$ cat src/source/sd_pkg.sv
// Shared register map, control codes and bus structs for the SD card subsystem.
// Import into any module that decodes host registers or talks to the card store.
package sd_pkg;

   // host register offsets on the 32-bit master address
   localparam logic [31:0] reg_base_addr   = 32'd0;   // floppy buffer base
   localparam logic [31:0] reg_sector_addr = 32'd4;   // first card sector
   localparam logic [31:0] reg_count_addr  = 32'd8;   // block count
   localparam logic [31:0] reg_ctrl_addr   = 32'd12;  // command / status

   // control register codes
   localparam logic [31:0] ctrl_idle        = 32'd0;  // no transfer running
   localparam logic [31:0] ctrl_card_to_fdd = 32'd2;  // card store -> floppy buffer
   localparam logic [31:0] ctrl_fdd_to_card = 32'd3;  // floppy buffer -> card store

   localparam int sector_bytes = 512;                 // bytes per sector
   localparam int sector_aw    = $clog2(sector_bytes); // byte offset bits in a sector

   // upper bound on the sector_count module parameter
   localparam int max_sector_count = 4096;

   // byte address width of a store holding the given number of sectors
   function automatic int calc_store_aw(input int sectors);
      return $clog2(sectors * sector_bytes);
   endfunction

   localparam int store_aw = calc_store_aw(max_sector_count);  // widest store address

   typedef logic [store_aw-1:0] card_addr_t;

   // host visible register file, driven by sd_ctrl_regs
   typedef struct packed {
      logic [31:0] base;    // floppy buffer start address
      logic [31:0] sector;  // first card sector
      logic [31:0] count;   // sectors to move
      logic [31:0] ctrl;    // command code
   } sd_regs_t;

   // one card store access, driven by the sector engine
   typedef struct packed {
      card_addr_t  addr;   // byte address, upper bits beyond store size are 0
      logic        we;     // 1 = write, 0 = read
      logic [7:0]  wdata;  // write byte
   } card_req_t;

endpackage

$ cat src/source/sd_ctrl_regs.sv
// Host register file for the SD card subsystem.
// Decodes master writes, returns registered read data one cycle after a read,
// and turns a command write into a start pulse for the sector engine.
`timescale 1ns/10ps

module sd_ctrl_regs (
   input  logic             clk,
   input  logic             rst,
   input  logic [31:0]      address,        // word offset from host
   input  logic             read,
   input  logic             write,
   input  logic [31:0]      writedata,
   output logic [31:0]      readdata,
   output logic             readdatavalid,  // one cycle after read
   output sd_pkg::sd_regs_t regs,           // to engine
   output logic             start,          // one cycle command pulse
   output logic             busy,           // transfer in progress
   input  logic             done            // engine finished
);
   import sd_pkg::*;

   sd_regs_t    regs_q;
   logic [31:0] rdata_q;
   logic [31:0] rd_mux;
   logic        rvalid_q;
   logic        start_q;
   logic        busy_q;
   logic        wr_base;
   logic        wr_sector;
   logic        wr_count;
   logic        wr_ctrl;
   logic        ctrl_locked;
   logic        cmd_accept;
   logic        is_cmd;

   // write decode, full address compare so aliases are ignored
   assign wr_base   = write && (address == reg_base_addr);
   assign wr_sector = write && (address == reg_sector_addr);
   assign wr_count  = write && (address == reg_count_addr);
   assign wr_ctrl   = write && (address == reg_ctrl_addr);

   assign ctrl_locked = busy_q || start_q;          // run pending or active
   assign cmd_accept  = wr_ctrl && !ctrl_locked;
   assign is_cmd      = (writedata == ctrl_card_to_fdd) ||
                        (writedata == ctrl_fdd_to_card);

   // parameter registers
   always_ff @(posedge clk or posedge rst) begin
      if (rst) begin
         regs_q.base   <= '0;
         regs_q.sector <= '0;
         regs_q.count  <= '0;
      end else begin
         if (wr_base)   regs_q.base   <= writedata;
         if (wr_sector) regs_q.sector <= writedata;
         if (wr_count)  regs_q.count  <= writedata;
      end
   end

   // control register, cleared back to idle when the engine reports done
   always_ff @(posedge clk or posedge rst) begin
      if (rst) begin
         regs_q.ctrl <= ctrl_idle;
      end else if (done) begin
         regs_q.ctrl <= ctrl_idle;
      end else if (cmd_accept) begin
         regs_q.ctrl <= writedata;
      end
   end

   // start pulse and busy flag
   always_ff @(posedge clk or posedge rst) begin
      if (rst) begin
         start_q <= 1'b0;
         busy_q  <= 1'b0;
      end else begin
         start_q <= cmd_accept && is_cmd;  // only codes 2 and 3 launch
         if (done) begin
            busy_q <= 1'b0;
         end else if (start_q) begin
            busy_q <= 1'b1;                // raised the cycle after start
         end
      end
   end

   // read-back mux, unmapped offsets read 0
   always_comb begin
      case (address)
         reg_base_addr:   rd_mux = regs_q.base;
         reg_sector_addr: rd_mux = regs_q.sector;
         reg_count_addr:  rd_mux = regs_q.count;
         reg_ctrl_addr:   rd_mux = regs_q.ctrl;
         default:         rd_mux = '0;
      endcase
   end

   always_ff @(posedge clk or posedge rst) begin
      if (rst) begin
         rdata_q  <= '0;
         rvalid_q <= 1'b0;
      end else begin
         rvalid_q <= read;                 // single cycle valid
         if (read) rdata_q <= rd_mux;
      end
   end

   assign readdata      = rdata_q;
   assign readdatavalid = rvalid_q;
   assign regs          = regs_q;
   assign start         = start_q;
   assign busy          = busy_q;

   // host must poll control back to idle before issuing another command
   a_no_ctrl_write_busy : assert property (
      @(posedge clk) disable iff (rst)
      (write && (address == reg_ctrl_addr)) |-> !(busy_q || start_q)
   ) else $error("control written while a transfer is running");

endmodule

$ cat config.mk
export PLATFORM = sky130hd
export DESIGN_NAME = sd_ctrl_regs
export DESIGN_NICKNAME = d
export VERILOG_FILES = /design/src/source/sd_pkg.sv /design/src/source/sd_ctrl_regs.sv
export SDC_FILE = /design/constraint.sdc
export NUM_CORES = 1
export LEC_CHECK = 0
export BUFFER_PORTS_ARGS = -buffer_cell sky130_fd_sc_hd__buf_2
export CAP_MARGIN = 20
export CORE_UTILIZATION = 45
export CTS_CLUSTER_DIAMETER = 200
export CTS_CLUSTER_SIZE = 30
export DETAILED_ROUTE_END_ITERATION = 12
export GPL_TIMING_DRIVEN = 0
export PLACE_DENSITY = 0.8
export SYNTH_ARGS = -nofsm -noshare
export SYNTH_HDL_FRONTEND = slang
export SYNTH_SLANG_ARGS = --single-unit
$ cat constraint.sdc
create_clock -name clk -period 5.2 [get_ports clk]
set_clock_uncertainty 0.15 [all_clocks]
set_input_delay 0.26 -clock clk [delete_from_list [all_inputs] [get_ports clk]]
set_output_delay 0.26 -clock clk [all_outputs]
set_load 0.03 [all_outputs]
==> results of run 1 <==
[where the power goes]
part | switching [uW] | internal [uW] | total (uW)
combinational | 97.9 | 53.2 | 151
clock | 517 | 745 | 1260
sequential | 0.0736 | 1270 | 1270
[per-stage QoR]
stage	hold slack (ps)	instances	area, um^2
final	15.4	1088	9810
after global routing	26.4	1086	9800
after CTS	3.80	1082	9790
after detailed placement	169	1018	8880
after global placement	234	1017	8850
after floorplan	141	573	7430
[how the worst max path moves through the flow]
stage                      startpoint      endpoint  cells past startpoint
after CTS                 address[13]      regs[82]                      6
after floorplan                   rst          busy                      1
after global placement            rst  readdata[11]                      2
final                     address[13]      regs[83]                      6
after detailed placement  address[13]      regs[82]                      6
after global routing      address[13]     regs[104]                      6
[flip-flops by register name, indices dropped and copies added (netlist names)]
register,flops
regs,128
start,1
readdata,32
busy,1
readdatavalid,1
[layout make-up]
class                   count  area, um^2
repair buffers            261        1490
clock buffers              20         467
inverters                  34         135
fillers                  1322        6190
diodes                      6        15.0
flip-flops and latches    163        4080
multi-input cells         324        3000
well taps                 216         270
clock inverters            12         126
plain buffers              52         231
[logic make-up after synthesis]
family          after synthesis  share of synthesized area (%)
simple gates                100                           7.99
mux                         128                           24.2
flops                       163                           54.9
compound gates               96                           8.08
buf+inv                      86                           4.83
[cell usage after synthesis, drive strengths merged]
master | count | area, um^2
nand2 | 35 | 131
mux4 | 32 | 721
nor3 | 3 | 25.0
o22ai | 32 | 200
nand3 | 1 | 5.00
inv | 34 | 128
nand4 | 38 | 244
dfrtp | 163 | 4080
buf | 19 | 108
o31ai | 32 | 240
and4 | 3 | 26.3
a21oi | 32 | 160
nor4 | 15 | 134
clkbuf | 33 | 124
nor2 | 3 | 11.3
mux2 | 96 | 1080
nor4b | 2 | 17.5
[placed cells by master (no fill, tap or decap)]
cell / count
a21oi_1: 32
and4_1: 3
buf_1: 5
buf_16: 1
buf_2: 239
buf_6: 3
bufinv_16: 2
clkbuf_1: 33
clkbuf_16: 17
clkbuf_8: 3
clkinv_2: 5
clkinv_4: 1
clkinvlp_4: 2
dfrtp_1: 163
diode_2: 6
dlygate4sd3_1: 32
inv_1: 33
inv_6: 2
inv_8: 1
mux2_1: 35
mux2_2: 61
mux4_2: 32
nand2_1: 35
nand3_1: 1
nand4_1: 37
nand4_2: 1
nor2_1: 3
nor3_1: 1
nor3_2: 2
nor4_1: 10
nor4_2: 4
nor4_4: 1
nor4b_1: 2
o22ai_1: 32
o31ai_1: 32
[layer usage]
metal  routed length [um]  vias to the layer above
li1                     -                     2720
met1                 9730                     3205
met2                11100                      292
met3                 1350                       62
met4                  782                        2
met5                   10                        -
==> results_dict.tcl, run 1 <==
set metrics [dict create \
    setup_tns_ps 0 \
    wl_mm 22.9 \
    crit_required_ps 5360 \
    synth_area_mm2 0.00743 \
    cpMaxStageDelayCell "nor4_1" \
    power.density_mw_per_mm2 273 \
    timing.fmax_ghz 0.408 \
    drive_gt1_share_pct 43.5 \
    ys_warn_count 0 \
    vdd_ir_drop_max_uv 223 \
    syn_nets 642 \
    fin_crit_sh_pct 47.1 \
    drc 0 \
    r2r_slack_ps 3140 \
    min_path_cells 2 \
    rsz0062_at_grt "no" \
    critPathMaxFanout 10 \
    dr.pass1.iters 5 \
    htreeDepth 4 \
    antenna_found_initial 6 \
    post_cts_buffers 0 \
    drt_iter0_drc 500 \
    gr-usage-met1_pct 37.7 \
    syn_inst 573 \
    row_count 46 \
    power_uw 2680 \
    gr-total-overflow 0 \
    status "completed" \
    dieArea_mm2 0.0170 \
    fp.coreArea_mm2 0.0160 \
    finalNetCount 922 \
    gp_congestion 0.869 \
    grt_first_pass_wirelength_mm 34.9 \
    power_leakage_uw 0.00493 \
    dp_hpwl_mm 16.0 \
    hold_viol 0 \
    io_pins 232 \
    path_cells "buf_2 -> nor4_1 -> nand4_1 -> nor3_2 -> buf_2 -> mux2_2" \
    hp-class "in -> reg" \
    path_class "in -> reg" \
    timing.rr.end "regs[4]" \
    setup_violations 0 \
    min_from "writedata[10]" \
    die_y_um 131 \
    viasPerCell 5.77 \
    track_usage_pct 27.9 \
    tightest_slew_ps 878 \
    clock_sinks 163 \
    worstPathBufferInverterCount 2 \
    cts_hold_buf 32 \
    preCtsSetupSlack_ps 2410 \
    initial_utilization_pct 46.5 \
    clockRootBuffer "clkbuf_16" \
    insertion_delay_ps 420 \
    synthToLayoutAreaGrowth_pct 31.9 \
    avgSynthCellArea_um2 13.0 \
    grt.met3_usage_pct 6.64 \
    max_cap_violations 0 \
    ant_nets 0 \
    yosysSeqAreaShare_pct 54.9 \
    die_w_um 131 \
    start_kind "input port" \
    crit_top_cell "buf_2" \
    cts.clk_slew.worst_paths_ps 70 \
    slowest_delay_ps 760 \
    vias 6281 \
    cts_tree "built" \
    top_usage_layer "met2" \
    period_minus_slack_ps 2450 \
    timing.rr.start "start" \
    cp.arrival_ps 2610 \
    layout_setup_ws_ps 2750 \
    crit_path_end_kind "register" \
    reg2reg_depth 6 \
    met2_usage_pct 43.1 \
    critical_path.top_delay_family "simple AND/OR/NAND/NOR gates" \
    ys_ff_latch 163 \
    post-route-util_pct 61.3 \
    cts_buffers 17 \
    synth.distinct_cells 24 \
    grt_pass1_vias 6056 \
    grt_max_degree 104 \
    wl_per_cell_um 21.1 \
    max_slew_margin_pct 40.9 \
    final_max_slew_viol_count 0 \
    min_to "regs[42]" \
    cts_buffer_depth 2 \
    numPortBuffers 228 \
    cts.repair.resized 0 \
]
(Power assumes the default switching activity.)
==> inputs of run 2 (changes only) <==
--- a/config.mk
+++ b/config.mk
@@ -5,6 +5,7 @@
 export SDC_FILE = /design/constraint.sdc
 export NUM_CORES = 1
 export LEC_CHECK = 0
+export ABC_AREA = 1
 export BUFFER_PORTS_ARGS = -buffer_cell sky130_fd_sc_hd__buf_2
 export CAP_MARGIN = 20
 export CORE_UTILIZATION = 45
@@ -12,7 +13,7 @@
 export CTS_CLUSTER_SIZE = 30
 export DETAILED_ROUTE_END_ITERATION = 12
 export GPL_TIMING_DRIVEN = 0
-export PLACE_DENSITY = 0.8
+export PLACE_DENSITY = 0.82
 export SYNTH_ARGS = -nofsm -noshare
 export SYNTH_HDL_FRONTEND = slang
 export SYNTH_SLANG_ARGS = --single-unit
==> constraint.sdc (replaced) <==
create_clock -name clk -period 2.05 [get_ports clk]
set_clock_uncertainty 0.15 [all_clocks]
set_input_delay 0.1025 -clock clk [delete_from_list [all_inputs] [get_ports clk]]
set_output_delay 0.1025 -clock clk [all_outputs]
set_load 0.03 [all_outputs]
==> run 2 against run 1 <==
Final area grew 0.85%. Global-route usage up 2.4 points. Synthesized cell count rose by 54%. Worst hold slack better by 45 ps. Clock-buffer cell count increased by 6. First-iteration DRC count is 44% higher. Combinational power up 130%. Non-clock buffer count up 13. Register-to-register slack worse by 2600 ps. Sequential power rose to 2.5 times the previous value. Wire length increased by 8.9%. Critical path type unchanged. Largest cell class unchanged. Largest power group unchanged.
==> results_dict.tcl, run 2 <==
set metrics [dict create \
    status "completed" \
    path_class "in -> reg" \
    die_y_um 131 \
    cts.repair.resized 0 \
    clock_sinks 163 \
    ant_nets 0 \
    fp.coreArea_mm2 0.0161 \
    final_common_cell "nand2_1" \
    finalNetCount 1241 \
    vias 7607 \
    crit_required_ps 2260 \
    slowest_delay_ps 540 \
    post_cts_buffers 0 \
    gr-total-overflow 0 \
    insertion_delay_ps 430 \
    power.density_mw_per_mm2 669 \
    drive_gt1_share_pct 28.9 \
    dp_hpwl_mm 17.3 \
    synth-edff-count 0 \
    syn_nets 951 \
    power_leakage_uw 0.00555 \
    cts_buffer_depth 2 \
    crit_path_end_kind "register" \
    cp.arrival_ps 1840 \
    layout_setup_ws_ps 426 \
    row_count 46 \
    wl_mm 25.0 \
    p_switching_uw 1460 \
    gp_congestion 0.850 \
    p_clk_share_pct 46.2 \
    fin_crit_sh_pct 79.2 \
    yosys.area.top_type_share_pct 54.6 \
    ys_ff_latch 163 \
    cpMaxStageDelayCell "dlygate4sd3_1" \
    synthTopCellsByArea "dfrtp_1 55%, nand2_1 14%, o21ai_1 10%, nand3_1 8.0%, inv_1 2.4%" \
    tightest_slew_ps 705 \
    synth_top_area_cell "dfrtp_1" \
    avgSynthCellArea_um2 8.46 \
    num_antenna_cells 0 \
    cts.clk_slew.worst_paths_ps 60 \
    max_cap_violations 0 \
    switching_share_pct 22.0 \
    p_int_uw 5160 \
    critPathMaxFanout 5 \
    yosys-top-cells-count "273 x nand2_1, 163 x dfrtp_1, 153 x o21ai_1" \
    track_usage_pct 30.3 \
    layout_common_cells "273 x nand2_1, 265 x buf_2, 163 x dfrtp_1" \
    cts_tree "built" \
    io_pins 232 \
    setup_violations 0 \
    synth.distinct_cells 24 \
    final_max_slew_viol_count 0 \
    path_cells "dlygate4sd3_1 -> buf_2 -> inv_1 -> nand4_1 -> nor4_1 -> nand2_1 -> nor2_1" \
    start_kind "input port" \
    whs_ps 60.1 \
    dr.pass1.iters 6 \
    syn_inst 882 \
    preCtsSetupSlack_ps 312 \
    antenna_found_initial 0 \
    hp-class "in -> async" \
    p_seq_share_pct 48.6 \
    grt_pass1_vias 7389 \
    ys.flop_type "dfrtp_1" \
    period_minus_slack_ps 1620 \
    p_comb_share_pct 5.2 \
    viasPerCell 5.44 \
    post-synth-top-count-cell "nand2_1" \
    synth_area_mm2 0.00747 \
    htreeDepth 4 \
    wl_per_cell_um 17.9 \
    drc 0 \
    grt_first_pass_wirelength_mm 38.6 \
    timing.fmax_ghz 0.616 \
    die_w_um 131 \
    cts_buffers 17 \
    largest_reg_flops 128 \
    yosysSeqAreaShare_pct 54.6 \
    grt_max_degree 44 \
    vdd_ir_drop_max_uv 593 \
    hold_viol 0 \
    dieArea_mm2 0.0171 \
    async_reset_ff_share_pct 100 \
    clockRootBuffer "clkbuf_16" \
    numPortBuffers 231 \
    r2r_slack_ps 520 \
    max_slew_margin_pct 53.0 \
    rsz0062_at_grt "no" \
    ys_warn_count 0 \
    drt_iter0_drc 719 \
    synthToLayoutAreaGrowth_pct 32.5 \
    initial_utilization_pct 46.5 \
]
run 2: cell types whose count changed after synthesis, sizes merged, moves of 96 or more:
cell | previous run | this run
mux2 | 96 | 0
nand2 | 35 | 280
nand3 | 1 | 133
o21ai | 0 | 160
run 2: power groups by stage:
stage	clock, uW	combinational [uW]	sequential (uW)
6_report	3060	343	3220
5_1_grt	3190	380	3220
4_1_cts	3070	342	3220
3_5_place_dp	0	288	3280
3_3_place_gp	0	265	3280
2_1_floorplan	0	134	3280
run 2: per-stage QoR:
step / power, uW / TNS [ps] / utilization, % / instances / area [um^2]
after global placement: 3540 / -204610 / 55.4 / 1329 / 8900
after global routing: 6780 / 0 / 61.6 / 1399 / 9890
after floorplan: 3410 / -44550 / - / 882 / 7470
after detailed placement: 3570 / 0 / 55.9 / 1333 / 8980
after CTS: 6630 / 0 / 61.6 / 1399 / 9890
final: 6620 / 0 / 61.6 / 1399 / 9890
run 2: cell families after synthesis:
logic type | count (synthesis) | share of synthesized area, %
simple gates | 455 | 27.5
flops | 163 | 54.6
compound gates | 160 | 11.0
buf+inv | 104 | 6.92
run 2: cell type report:
class,count,area (um^2)
Fill cell,1328,6160
Sequential cell,163,4080
Multi-Input combinational cell,615,2870
Timing Repair Buffer,271,1600
Clock buffer,26,509
Buffer,55,328
Tap cell,216,270
Inverter,49,193
Clock inverter,4,47.5
run 2: worst paths after layout:
path                               from            to  cells past startpoint
min                                 rst  readdata[23]                      3
min reg2reg                 readdata[3]   readdata[3]                      2
max in group asynchronous           rst      regs[39]                      6
min in group clk             address[2]      regs[22]                      7
max                        writedata[2]         start                      7
max reg2reg                       start       regs[2]                      5
run 2: critical path: cells and delay by family:
kind / cells / cell delay [ps]
simple gates: 4 / 930
buf+inv: 3 / 800
run 2: metal layers:
layer | track usage, % | up-vias | share of wire [%]
met5 | 0 | - | 0
met4 | 14.6 | 0 | 4.0
met3 | 7.49 | 74 | 8.9
met2 | 49.8 | 447 | 47
met1 | 37.5 | 3604 | 40
li1 | - | 3482 | -
run 2: timing repair:
item | CTS | global route
hold buffers | 36 | 0
endpoints found under the hold margin | 230 | 0
setup endpoints to repair | 0 | 0
