### src/source/sd_pkg.sv
// Shared register map, control codes and bus structs for the SD card subsystem.
// Import into any module that decodes host registers or talks to the card store.
package sd_pkg;

   // host register offsets on the 32-bit master address
   localparam logic [31:0] reg_base_addr   = 32'd0;   // floppy buffer base
   localparam logic [31:0] reg_sector_addr = 32'd4;   // first card sector
   localparam logic [31:0] reg_count_addr  = 32'd8;   // block count
   localparam logic [31:0] reg_ctrl_addr   = 32'd12;  // command / status

   // control register codes
   localparam logic [31:0] ctrl_idle        = 32'd0;  // no transfer running
   localparam logic [31:0] ctrl_card_to_fdd = 32'd2;  // card store -> floppy buffer
   localparam logic [31:0] ctrl_fdd_to_card = 32'd3;  // floppy buffer -> card store

   localparam int sector_bytes = 512;                 // bytes per sector
   localparam int sector_aw    = $clog2(sector_bytes); // byte offset bits in a sector

   // upper bound on the sector_count module parameter
   localparam int max_sector_count = 4096;

   // byte address width of a store holding the given number of sectors
   function automatic int calc_store_aw(input int sectors);
      return $clog2(sectors * sector_bytes);
   endfunction

   localparam int store_aw = calc_store_aw(max_sector_count);  // widest store address

   typedef logic [store_aw-1:0] card_addr_t;

   // host visible register file, driven by sd_ctrl_regs
   typedef struct packed {
      logic [31:0] base;    // floppy buffer start address
      logic [31:0] sector;  // first card sector
      logic [31:0] count;   // sectors to move
      logic [31:0] ctrl;    // command code
   } sd_regs_t;

   // one card store access, driven by the sector engine
   typedef struct packed {
      card_addr_t  addr;   // byte address, upper bits beyond store size are 0
      logic        we;     // 1 = write, 0 = read
      logic [7:0]  wdata;  // write byte
   } card_req_t;

endpackage

### src/source/sd_sector_engine.sv
// Byte transfer sequencer between the card store and the floppy buffer port.
// One address per cycle on the source side, each returned byte is written to
// the other side the next cycle. Pulses done when the last byte has landed.
`timescale 1ns/10ps

module sd_sector_engine #(
   parameter int sector_count = 16       // sectors in the card store
) (
   input  logic              clk,
   input  logic              rst,
   input  sd_pkg::sd_regs_t  regs,            // latched on start
   input  logic              start,
   output logic              done,            // one cycle pulse
   input  logic              busy,            // from register file
   output sd_pkg::card_req_t card_req,
   output logic              card_valid,
   input  logic [7:0]        card_rdata,      // valid cycle after read
   output logic [8:0]        slave_address,   // floppy buffer byte
   output logic              slave_read,
   output logic              slave_write,
   output logic [7:0]        slave_writedata,
   input  logic [7:0]        slave_readdata   // valid cycle after read
);
   import sd_pkg::*;

   // wrap mask for the card byte address
   localparam card_addr_t store_mask = card_addr_t'(sector_count * sector_bytes - 1);

   typedef enum logic [1:0] {
      st_idle,   // waiting for start
      st_issue,  // one source read per cycle
      st_drain   // last byte still in flight
   } state_t;

   state_t                    state_q;
   logic                      to_card_q;       // 1 = buffer -> card
   logic [32+sector_aw-1:0]   left_q;          // bytes left to issue after this one
   logic                      pipe_v_q;        // returned byte present this cycle
   logic                      done_q;
   logic                      issuing;
   card_addr_t                card_addr_q;     // issue side card address
   logic [8:0]                fdd_addr_q;      // issue side buffer address
   card_addr_t                pipe_card_q;     // address of byte in flight
   logic [8:0]                pipe_fdd_q;

   assign issuing = (state_q == st_issue);

   // control path
   always_ff @(posedge clk or posedge rst) begin
      if (rst) begin
         state_q   <= st_idle;
         to_card_q <= 1'b0;
         left_q    <= '0;
         pipe_v_q  <= 1'b0;
         done_q    <= 1'b0;
      end else begin
         done_q <= 1'b0;
         case (state_q)
            st_idle: begin
               pipe_v_q <= 1'b0;
               if (start) begin
                  to_card_q <= (regs.ctrl == ctrl_fdd_to_card);
                  if (regs.count == '0) begin
                     done_q <= 1'b1;          // empty run finishes at once
                  end else begin
                     left_q  <= {regs.count, {sector_aw{1'b0}}} - 1'b1;
                     state_q <= st_issue;
                  end
               end
            end
            st_issue: begin
               pipe_v_q <= 1'b1;
               if (left_q == '0) begin
                  state_q <= st_drain;
               end else begin
                  left_q <= left_q - 1'b1;
               end
            end
            st_drain: begin
               pipe_v_q <= 1'b0;              // final write happens now
               done_q   <= 1'b1;
               state_q  <= st_idle;
            end
            default: begin
               state_q <= st_idle;
            end
         endcase
      end
   end

   // address counters and in-flight address stage
   always_ff @(posedge clk) begin
      if (state_q == st_idle) begin
         card_addr_q <= card_addr_t'({regs.sector, {sector_aw{1'b0}}}) & store_mask;
         fdd_addr_q  <= regs.base[8:0];
      end else if (issuing) begin
         card_addr_q <= (card_addr_q + 1'b1) & store_mask;  // wraps at store end
         fdd_addr_q  <= fdd_addr_q + 1'b1;                  // wraps at 512
      end
      pipe_card_q <= card_addr_q;
      pipe_fdd_q  <= fdd_addr_q;
   end

   // port steering by direction
   always_comb begin
      card_req        = '0;
      card_valid      = 1'b0;
      slave_address   = '0;
      slave_read      = 1'b0;
      slave_write     = 1'b0;
      slave_writedata = '0;
      if (to_card_q) begin
         slave_read     = issuing;            // read buffer
         slave_address  = fdd_addr_q;
         card_valid     = pipe_v_q;           // write returned byte into store
         card_req.addr  = pipe_card_q;
         card_req.we    = pipe_v_q;
         card_req.wdata = slave_readdata;
      end else begin
         card_valid      = issuing;           // read store
         card_req.addr   = card_addr_q;
         slave_write     = pipe_v_q;          // write returned byte to buffer
         slave_address   = pipe_fdd_q;
         slave_writedata = card_rdata;
      end
   end

   assign done = done_q;

   a_slave_rd_wr_excl : assert property (
      @(posedge clk) disable iff (rst)
      !(slave_read && slave_write)
   ) else $error("slave read and write driven together");

   // register file must not launch a second run over this one
   a_start_not_busy : assert property (
      @(posedge clk) disable iff (rst)
      start |-> (!busy && (state_q == st_idle))
   ) else $error("start received while busy");

endmodule
### config.mk
export PLATFORM = sky130hd
export DESIGN_NAME = sd_sector_engine
export DESIGN_NICKNAME = d
export VERILOG_FILES = /design/src/source/sd_pkg.sv /design/src/source/sd_sector_engine.sv
export SDC_FILE = /design/constraint.sdc
export NUM_CORES = 1
export LEC_CHECK = 0
export BUFFER_PORTS_ARGS = -buffer_cell sky130_fd_sc_hd__buf_4
export CORE_MARGIN = 2
export CORE_UTILIZATION = 25
export CTS_CLUSTER_DIAMETER = 150
export DETAILED_ROUTE_END_ITERATION = 8
export HOLD_SLACK_MARGIN = 0.05
export SETUP_SLACK_MARGIN = 0.05
export SYNTH_ARGS = -nofsm -noshare
export SYNTH_HDL_FRONTEND = slang
export SYNTH_SLANG_ARGS = --single-unit
export TNS_END_PERCENT = 10
### constraint.sdc
create_clock -name clk -period 7.2 [get_ports clk]
set_input_delay 0.36 -clock clk [delete_from_list [all_inputs] [get_ports clk]]
set_output_delay 0.36 -clock clk [all_outputs]
set_load 0.02 [all_outputs]
==> results.md, run 1 <==
- # fillers: between 2000 and 2500
- Grt ovf: 0
- FMAX: 0.256 GHz
- Peak VDD IR: between 100 and 150 uV
- Final Util: around 33%
- Fin. max-slew vios: 0
- Seq cells post-synth: 90
- Post-synthesis cell type count: 69
- TritonCTS Buffers: 9
- Min Clock Period, post-route: a little under 4000 ps
- Clock root buffer: clkbuf_16
- Dpl hpwl: between 10 and 15 mm
- Initial core utilization: around 26%
- Drt initial violations: between 200 and 300
- Area of the multi-input gates: 3210 um2
- Hold crit path type: input pin to asynchronous set/reset pin
- 1st-pass router iterations: 5
- Worst Path Arrival: between 4000 and 5000 ps
- Gr usage total: around 14%
- Switching power share of the total: a little over a third
- # port buffers: ~140
- Rel. slew slack: ~18%
- Static Leak: between 2 and 3 nW
- DR WL/cell: between 15 and 20 um
- Clock share of power: 25.4%
- Clock-pin slew of the registers on the worst-case setup and hold paths: ~70 ps
- Logic pwr share: around 30%
- H-Tree Depth: 3
- Storage cell area: approximately 2200 um2
- Setup CP Type: input pin to register
- GP Congestion: around 0.86
- EDFF count, synth: 13
- Commonest non-fill, non-tap cell in the layout: buf_4
- CTS tree: yes
- Clock Latency Late Sink: 350 ps
- N_diodes: 0
- Most frequent cells in the layout: buf_4 (145), nand2_1 (54), nor2_1 (50), dfrtp_1 (46)
- First-pass GRT wire length: 26.6 mm
- Cell Rows: 54
- Max Cap Viol: 0
- Final Hold Viols: 0
- Async SR Flop Fraction: around half
- Final period util: a little over half
- Mean Syn Cell Area: 8.67 um2
- Area share of the largest cell type after synthesis: about a fifth
- Pwr Density: 270 nW/um2
- Post-synthesis instance area: between 5000 and 6000 um2
- Warnings from Yosys: 0
- Flop pwr share: ~45%
- Total wire length: around 17 mm
- Startpoint types: input pin
- Layout area overhead: 27.6%
- CP max FO: 25
- Die Height: about 150 um
- Clock sinks: 90
- Initial antenna violation count: 0
- Status: complete, no violations
- Ys flop type: dfrtp_1
- Post-route ant nets: 0
- Crit end category: register
- Routed vias/inst: 5.15
- Largest net degree at the start of global routing: 53
- RSZ-0062 raised after global routing: false
- CTS-repair resized insts: 0
- Die W: approximately 150 um
- Nets: 912
- Sequential share of the synthesized area: roughly two fifths
- DIE AREA: approximately 24000 um2
- Sw power: about 0.00068 W
- Io pins: a little under 200
- R2R setup slack: about 3400 ps
- Share of cells above drive strength 1: between 20% and 30%
- Core area: roughly 22000 um2
- DRC Markers: 0
- Slew @ Worst Pin: approximately 1200 ps
- Clk buf depth: 2
- Post-CTS setup buffer count: 0
- # setup viols final: 0
- Synth area leaders: dfrtp_1 (21%), dfxtp_1 (11%), edfxtp_1 (7.0%), mux2_2 (4.6%), nand2_1 (3.7%)
- Setup Skew: a little under 8 ps
- Synth area leader: dfrtp_1
- Int Pwr: roughly 0.0013 W
- Number of global-route vias before repair: about 5000
- Reg2reg path depth: 7
- Setup TNS: 0 ps
- Via Count: around 5400
- Req. time, crit path: 7450 ps
- Mapped Cells: around 650
- CTS Hold Bufs: 0
-- worst paths after layout --
check	to	start
min in group clk	card_addr_q[9]	regs[64]
min	left_q[2]	rst
max reg2reg	left_q[34]	left_q[24]
min reg2reg	pipe_card_q[1]	card_addr_q[1]
max	left_q[34]	regs[38]
max in group asynchronous	left_q[20]	rst
-- sequential cells by signal (all words and copies together), names as in the netlist --
register / flops
left_q: 41
card_addr_q: 13
pipe_card_q: 13
fdd_addr_q: 9
pipe_fdd_q: 9
state_q: 2
done: 1
pipe_v_q: 1
to_card_q: 1
-- cell families (layout without fill, tap and decap cells) --
family          count (synthesis)  in the layout  synth area share [%]
compound gates                148            148                  18.0
xor+xnor                       35             35                  5.46
fa+ha+maj                       6              6                  1.34
buf+inv                        65            174                  5.06
flops                          90             90                  38.5
mux                            25             25                  4.97
other cells                     1              8                0.0668
simple gates                  277            277                  26.6
-- critical path, cell delays in order --
cell      delay (ps)
buf_4            120
or4_1            720
or4_1            610
nor4b_4          480
a21oi_1          130
buf_4            250
nor2_2           850
inv_2            300
a221oi_1         330
-- layout make-up --
class / count / area share [%]
multi-input combinational: 499 / 44.8
sequential: 90 / 30.2
timing repair buffer: 145 / 15.2
tap: 280 / 4.90
clock buffer: 10 / 3.20
clock inverter: 6 / 1.01
inverter: 13 / 0.682
-- metrics by stage --
step           area (um2)  instances  hold WS, ps  setup WS, ps  total power [W]
2_1_floorplan        5640        654          370          4350          0.00122
3_3_place_gp         6860       1027          389          3030          0.00143
3_5_place_dp         6860       1027          391          2990          0.00144
4_1_cts              7160       1043          228          3370          0.00194
5_1_grt              7160       1043          260          3110          0.00205
6_report             7160       1043          201          3290          0.00193
-- Yosys cell counts (13+ instances only) --
cell and n:
a21oi_1 22, clkbuf_1 34, dfrtp_1 46, dfxtp_1 31, edfxtp_1 13, mux2_2 23
nand2_1 55, nand3_1 20, nor2_1 51, nor3_1 32, nor4_1 23, o21ai_0 32
or4_1 15, xnor2_1 14, xor2_1 21
-- layer usage --
layer / GRT usage [%] / wire length, um / vias to the layer above
li1: - / - / 2620
met1: 19.4 / 7940 / 2517
met2: 21.4 / 7380 / 211
met3: 2.99 / 1180 / 23
met4: 4.23 / 292 / 0
met5: 0 / 0 / -
-- power groups by stage --
stage	clock network, W	registers (W)	logic, W
2_1_floorplan	0	0.000823	0.000394
3_3_place_gp	0	0.000872	0.000560
3_5_place_dp	0	0.000874	0.000569
4_1_cts	0.000505	0.000866	0.000572
5_1_grt	0.000528	0.000900	0.000626
6_report	0.000491	0.000869	0.000572
Power figures use the tool's default switching activity.
==> run 2: changes to the inputs <==
Clock period 7.2 ns to 3.3 ns, I/O delays scaled along.
==> run 2 against run 1 <==
  * Flip-flop and latch count did not move
  * Routed wire length grew 0.43%
  * Cell count grew 1.8%
  * Register-to-register slack worse by 3100 ps
  * Die area is the same
  * Largest power group unchanged
  * Clock-buffer cell count did not move
==> results.md, run 2 (synthesized netlist as in run 1, its figures left out) <==
- Slew @ Worst Pin: 1060 ps (-163 ps)
- Io pins: 199 (unchanged)
- First-pass GRT wire length: 26.7 mm (+0.18%)
- Min Clock Period, post-route: between 3000 and 4000 ps
- Pwr Density: 575 nW/um2 (+110%)
- RSZ-0062 raised after global routing: false
- Gr usage total: 14.0% (+0.12 points)
- Core area: 22000 um2 (unchanged)
- Post-CTS setup buffer count: 0 (unchanged)
- Final Hold Viols: 0 (unchanged)
- Initial core utilization: 25.5% (unchanged)
- Largest Register: left_q
- Most frequent cells in the layout: buf_4 (162), nand2_1 (54), nor2_1 (51), dfrtp_1 (46)
- CTS Hold Bufs: 0 (unchanged)
- Commonest non-fill, non-tap cell in the layout: buf_4
- Rel. slew slack: 29.2% (+12 points)
- Status: complete, no violations
- Worst Path Arrival: 3280 ps (-880 ps)
- Clock root buffer: clkbuf_16
- Die Height: 154 um (unchanged)
- Dpl hpwl: 12.4 mm (+3.9%)
- Leading registers by flop count: left_q x41, card_addr_q x13, pipe_card_q x13
- CP max FO: 5 (-80%)
- Setup CP Type: register to register
- Grt ovf: 0 (unchanged)
- Hold crit path type: input pin to asynchronous set/reset pin
- Setup Skew: 9.79 ps (+1.93 ps)
- Fin. max-slew vios: 0 (unchanged)
- Nets: 931 (+2.1%)
- Number of global-route vias before repair: 5093 (+1.7%)
- Overall power: 0.00421 W (+120%)
- Static Leak: 2.88 nW (+3.6%)
- DIE AREA: 23700 um2 (unchanged)
- Cell Rows: 54 (unchanged)
- Share of cells above drive strength 1: 28.3% (+1.8 points)
- Max Cap Viol: 0 (unchanged)
- Req. time, crit path: 3570 ps (-3880 ps)
- Peak VDD IR: 260 uV (+96%)
- Routed vias/inst: 5.10 (-0.89%)
- Clock-pin slew of the registers on the worst-case setup and hold paths: 70 ps (about the same)
- CTS tree: yes
- DRC Markers: 0 (unchanged)
- Crit end category: register
- H-Tree Depth: 3 (unchanged)
- Layout area overhead: 30.5%
- N_diodes: 0 (unchanged)
- Via Count: 5420 (+0.91%)
- Clk buf depth: 2 (unchanged)
- Flip-flop count of the largest register after layout: 41 (unchanged)
- DR WL/cell: 15.9 um (-1.4%)
- Final period util: around nine tenths
- # port buffers: 138 (unchanged)
- Die W: 154 um (unchanged)
- FMAX: roughly 0.33 GHz
- Largest net degree at the start of global routing: 47 (-11%)
- Startpoint types: register
- Post-route ant nets: 0 (unchanged)
- Drt initial violations: 343 (+15%)
- 1st-pass router iterations: 4 (-1)
- Setup TNS: 0 ps (unchanged)
- Clock sinks: 90 (unchanged)
- GP Congestion: 0.805 (-6.1%)
- TritonCTS Buffers: 9 (unchanged)
- Clock Latency Late Sink: 360 ps (about the same)
- Total wire length: 16.9 mm (+0.43%)
- Initial antenna violation count: 0 (unchanged)
- # setup viols final: 0 (unchanged)
## run 2: stage by stage
step	utilization (%)	instances	cell area, um2	hold WS, ps	setup slack [ps]
6_report	33.3	1062	7320	75.8	289
3_5_place_dp	32.0	1046	7020	387	292
3_3_place_gp	32.0	1046	7020	388	325
5_1_grt	33.3	1062	7320	73.7	161
4_1_cts	33.3	1062	7310	68.9	275
2_1_floorplan	-	654	5640	312	454
## run 2: final timing paths
kind | startpoint | endpoint | slack [ps] | cells after the start
max | left_q[11] | left_q[37] | 290 | 6
max in group asynchronous | rst | left_q[27] | 2560 | 2
min reg2reg | card_addr_q[6] | pipe_card_q[6] | 400 | 0
min in group clk | regs[64] | card_addr_q[9] | 80 | 3
max reg2reg | left_q[11] | left_q[37] | 290 | 6
min | rst | left_q[3] | 80 | 2
## run 2: area by class of cell
cell class	instances	area, um2
Clock buffer	10	239
Fill cell	2294	14600
Sequential cell	90	2160
Multi-Input combinational cell	499	3210
Timing Repair Buffer	164	1260
Tap cell	280	350
Clock inverter	6	53.8
Inverter	13	48.8
## run 2: per-layer routing
metal | share of wire (%) | wire length (um) | up-vias | GRT usage [%]
li1 | - | - | 2659 | -
met1 | 47 | 7890 | 2561 | 19.2
met2 | 46 | 7770 | 185 | 22.3
met3 | 6.1 | 1040 | 15 | 3.55
met4 | 0.98 | 165 | 0 | 2.94
met5 | 0 | 0 | - | 0
## run 2: worst max-delay path: stages (launching register included)
cell	delay, ps
dfrtp_1	420
or4_4	570
or3_1	410
or4_1	610
or3_1	410
or4_1	410
o211ai_1	100
## run 2: what timing repair did
action                                  4_1_cts  5_1_grt
endpoints found under the setup margin        0        1
resized for setup                             0        1
endpoints found under the hold margin         0        0
## run 2: where the power goes
group          total [W]  leakage (nW)  internal, W  switching [W]
registers        0.00189         0.916      0.00153       0.000360
clock network    0.00105         0.142     0.000548       0.000498
logic            0.00127          1.82     0.000622       0.000649
total            0.00421          2.88      0.00270        0.00151
==> run 3: changes to the inputs <==
Settings changed: CORE_UTILIZATION 25 to 42, PLACE_DENSITY from default to 0.72.
==> run 3 against run 2 <==
  * Cell count shrank 9.8%
  * First-iteration DRC count grew 36%
  * Die area decreased by 40%
  * Critical path type unchanged
  * Highest routed layer unchanged
==> results.md, run 3 (synthesized netlist as in run 1, its figures left out) <==
- Status: complete, no violations
- Setup Skew: 5.37 ps (-4.42 ps)
- 1st-pass router iterations: 5 (+1)
- Worst Path Arrival: 3280 ps (about the same)
- Layout area overhead: 28.1%
- Via Count: 5610 (+3.5%)
- Number of global-route vias before repair: 5395 (+5.9%)
- Min Clock Period, post-route: 3050 ps (+43.4 ps)
- Gr usage total: 22.7% (+8.7 points)
- Most frequent cells in the layout: buf_4 (163), nand2_1 (55), nor2_1 (51), dfrtp_1 (46)
- Cell Rows: 42 (-22%)
- R2R setup slack: 250 ps (-40 ps)
- Storage cell area: 2160 um2 (unchanged)
- Setup TNS: 0 ps (unchanged)
- H-Tree Depth: 3 (unchanged)
- First-pass GRT wire length: 26.4 mm (-1.0%)
- Nets: 931 (unchanged)
- # fillers: 1196 (-48%)
- Initial core utilization: 42.7% (+17 points)
- Rel. slew slack: 27.7% (-1.5 points)
- Placed Area: 6880 um2 (-2.1%)
- Clk buf depth: 2 (unchanged)
- Startpoint types: register
- Initial antenna violation count: 0 (unchanged)
- Grt ovf: 0 (unchanged)
- Post-CTS setup buffer count: 0 (unchanged)
- N_diodes: 0 (unchanged)
- Clock-pin slew of the registers on the worst-case setup and hold paths: 70 ps (about the same)
- Hold crit path type: input pin to asynchronous set/reset pin
- Hold WS: 72.1 ps (-3.67 ps)
- Clock sinks: 90 (unchanged)
- CTS tree: yes
- CTS Hold Bufs: 0 (unchanged)
- Inst Count DP: 942 (-9.9%)
- Final Util: 54.7% (+21 points)
- Fin. max-slew vios: 0 (unchanged)
- Setup CP Type: register to register
- Drt initial violations: 466 (+36%)
- Leading registers by flop count: left_q x41, card_addr_q x13, pipe_card_q x13
- Area of the multi-input gates: 3210 um2 (about the same)
- FMAX: 0.327 GHz (-1.4%)
- Clock Latency Late Sink: 350 ps (about the same)
- Max Cap Viol: 0 (unchanged)
- CTS-repair resized insts: 0 (unchanged)
- TritonCTS Buffers: 9 (unchanged)
- Flip-flop count of the largest register after layout: 41 (unchanged)
- Total wire length: 16.4 mm (-2.8%)
- Final Hold Viols: 0 (unchanged)
- Pwr Density: 590 nW/um2 (+2.7%)
- Die W: 120 um (-22%)
- Final Cell Area: 7190 um2 (-1.8%)
- RR Startpoint: left_q[24]
- DIE AREA: 14300 um2 (-40%)
- Static Leak: 2.88 nW (-0.14%)
- Largest net degree at the start of global routing: 47 (unchanged)
- Io pins: 199 (unchanged)
- DRC Markers: 0 (unchanged)
- # port buffers: 138 (unchanged)
- Fin cells: 958 (-9.8%)
- Peak VDD IR: 280 uV (+7.9%)
- Routed vias/inst: 5.86 (+15%)
- CP max FO: 31 (+26)
- Share of cells above drive strength 1: 28.0% (-0.26 points)
- Dpl hpwl: 11.8 mm (-5.0%)
- Final period util: 92.6% (+1.3 points)
- # setup viols final: 0 (unchanged)
- Largest Register: left_q
- DR WL/cell: 17.1 um (+7.8%)
- Slew @ Worst Pin: 1080 ps (+24.1 ps)
- Die Height: 120 um (-22%)
- Commonest non-fill, non-tap cell in the layout: buf_4
- RSZ-0062 raised after global routing: false
- Critical path origin: left_q[24]
- Req. time, crit path: 3530 ps (-40 ps)
- GP Congestion: 0.963 (+20%)
- Post-route ant nets: 0 (unchanged)
- Crit end category: register
- Core area: 13100 um2 (-40%)
- Clock root buffer: clkbuf_16
[run 3: worst paths after layout]
check,to,cells after the start
min in group clk,card_addr_q[9],3
worst max-delay path,left_q[32],7
max in group asynchronous,pipe_v_q,2
worst max register to register,left_q[32],7
worst min register to register,pipe_card_q[2],0
worst min-delay path,left_q[21],2
[run 3: power by group]
part | switching (W) | internal [W] | total, W
registers | 0.000376 | 0.00153 | 0.00191
logic | 0.000651 | 0.000623 | 0.00127
clock network | 0.000462 | 0.000598 | 0.00106
[run 3: final cells by class]
class | count | area share (%)
multi-input cells | 499 | 44.7
well taps | 176 | 3.06
clock buffers | 10 | 3.19
repair buffers | 164 | 17.3
flip-flops and latches | 90 | 30.1
clock inverters | 6 | 1.03
inverters | 13 | 0.679
[run 3: metal layers]
layer	vias to the layer above	GRT usage (%)	routed length (um)
met4	0	9.26	476
met1	2648	30.4	7070
met3	42	4.13	1080
li1	2660	-	-
met5	-	0	0
met2	260	36.3	7780
[run 3: metrics by stage]
| stage | setup slack [ps] | total power, W |
|---|---|---|
| final | 246 | 0.00424 |
| after global routing | 135 | 0.00448 |
| after global placement | 307 | 0.00309 |
| after detailed placement | 229 | 0.00317 |
| after CTS | 199 | 0.00424 |
| after floorplan | 454 | 0.00266 |
[run 3: worst max-delay path: stages (launching register included)]
cell and delay, ps:
dfrtp_1 440, or4_1 630, or4_4 560, nor4_4 370, a41oi_2 190, buf_4 290
mux2i_1 150, a211o_1 300
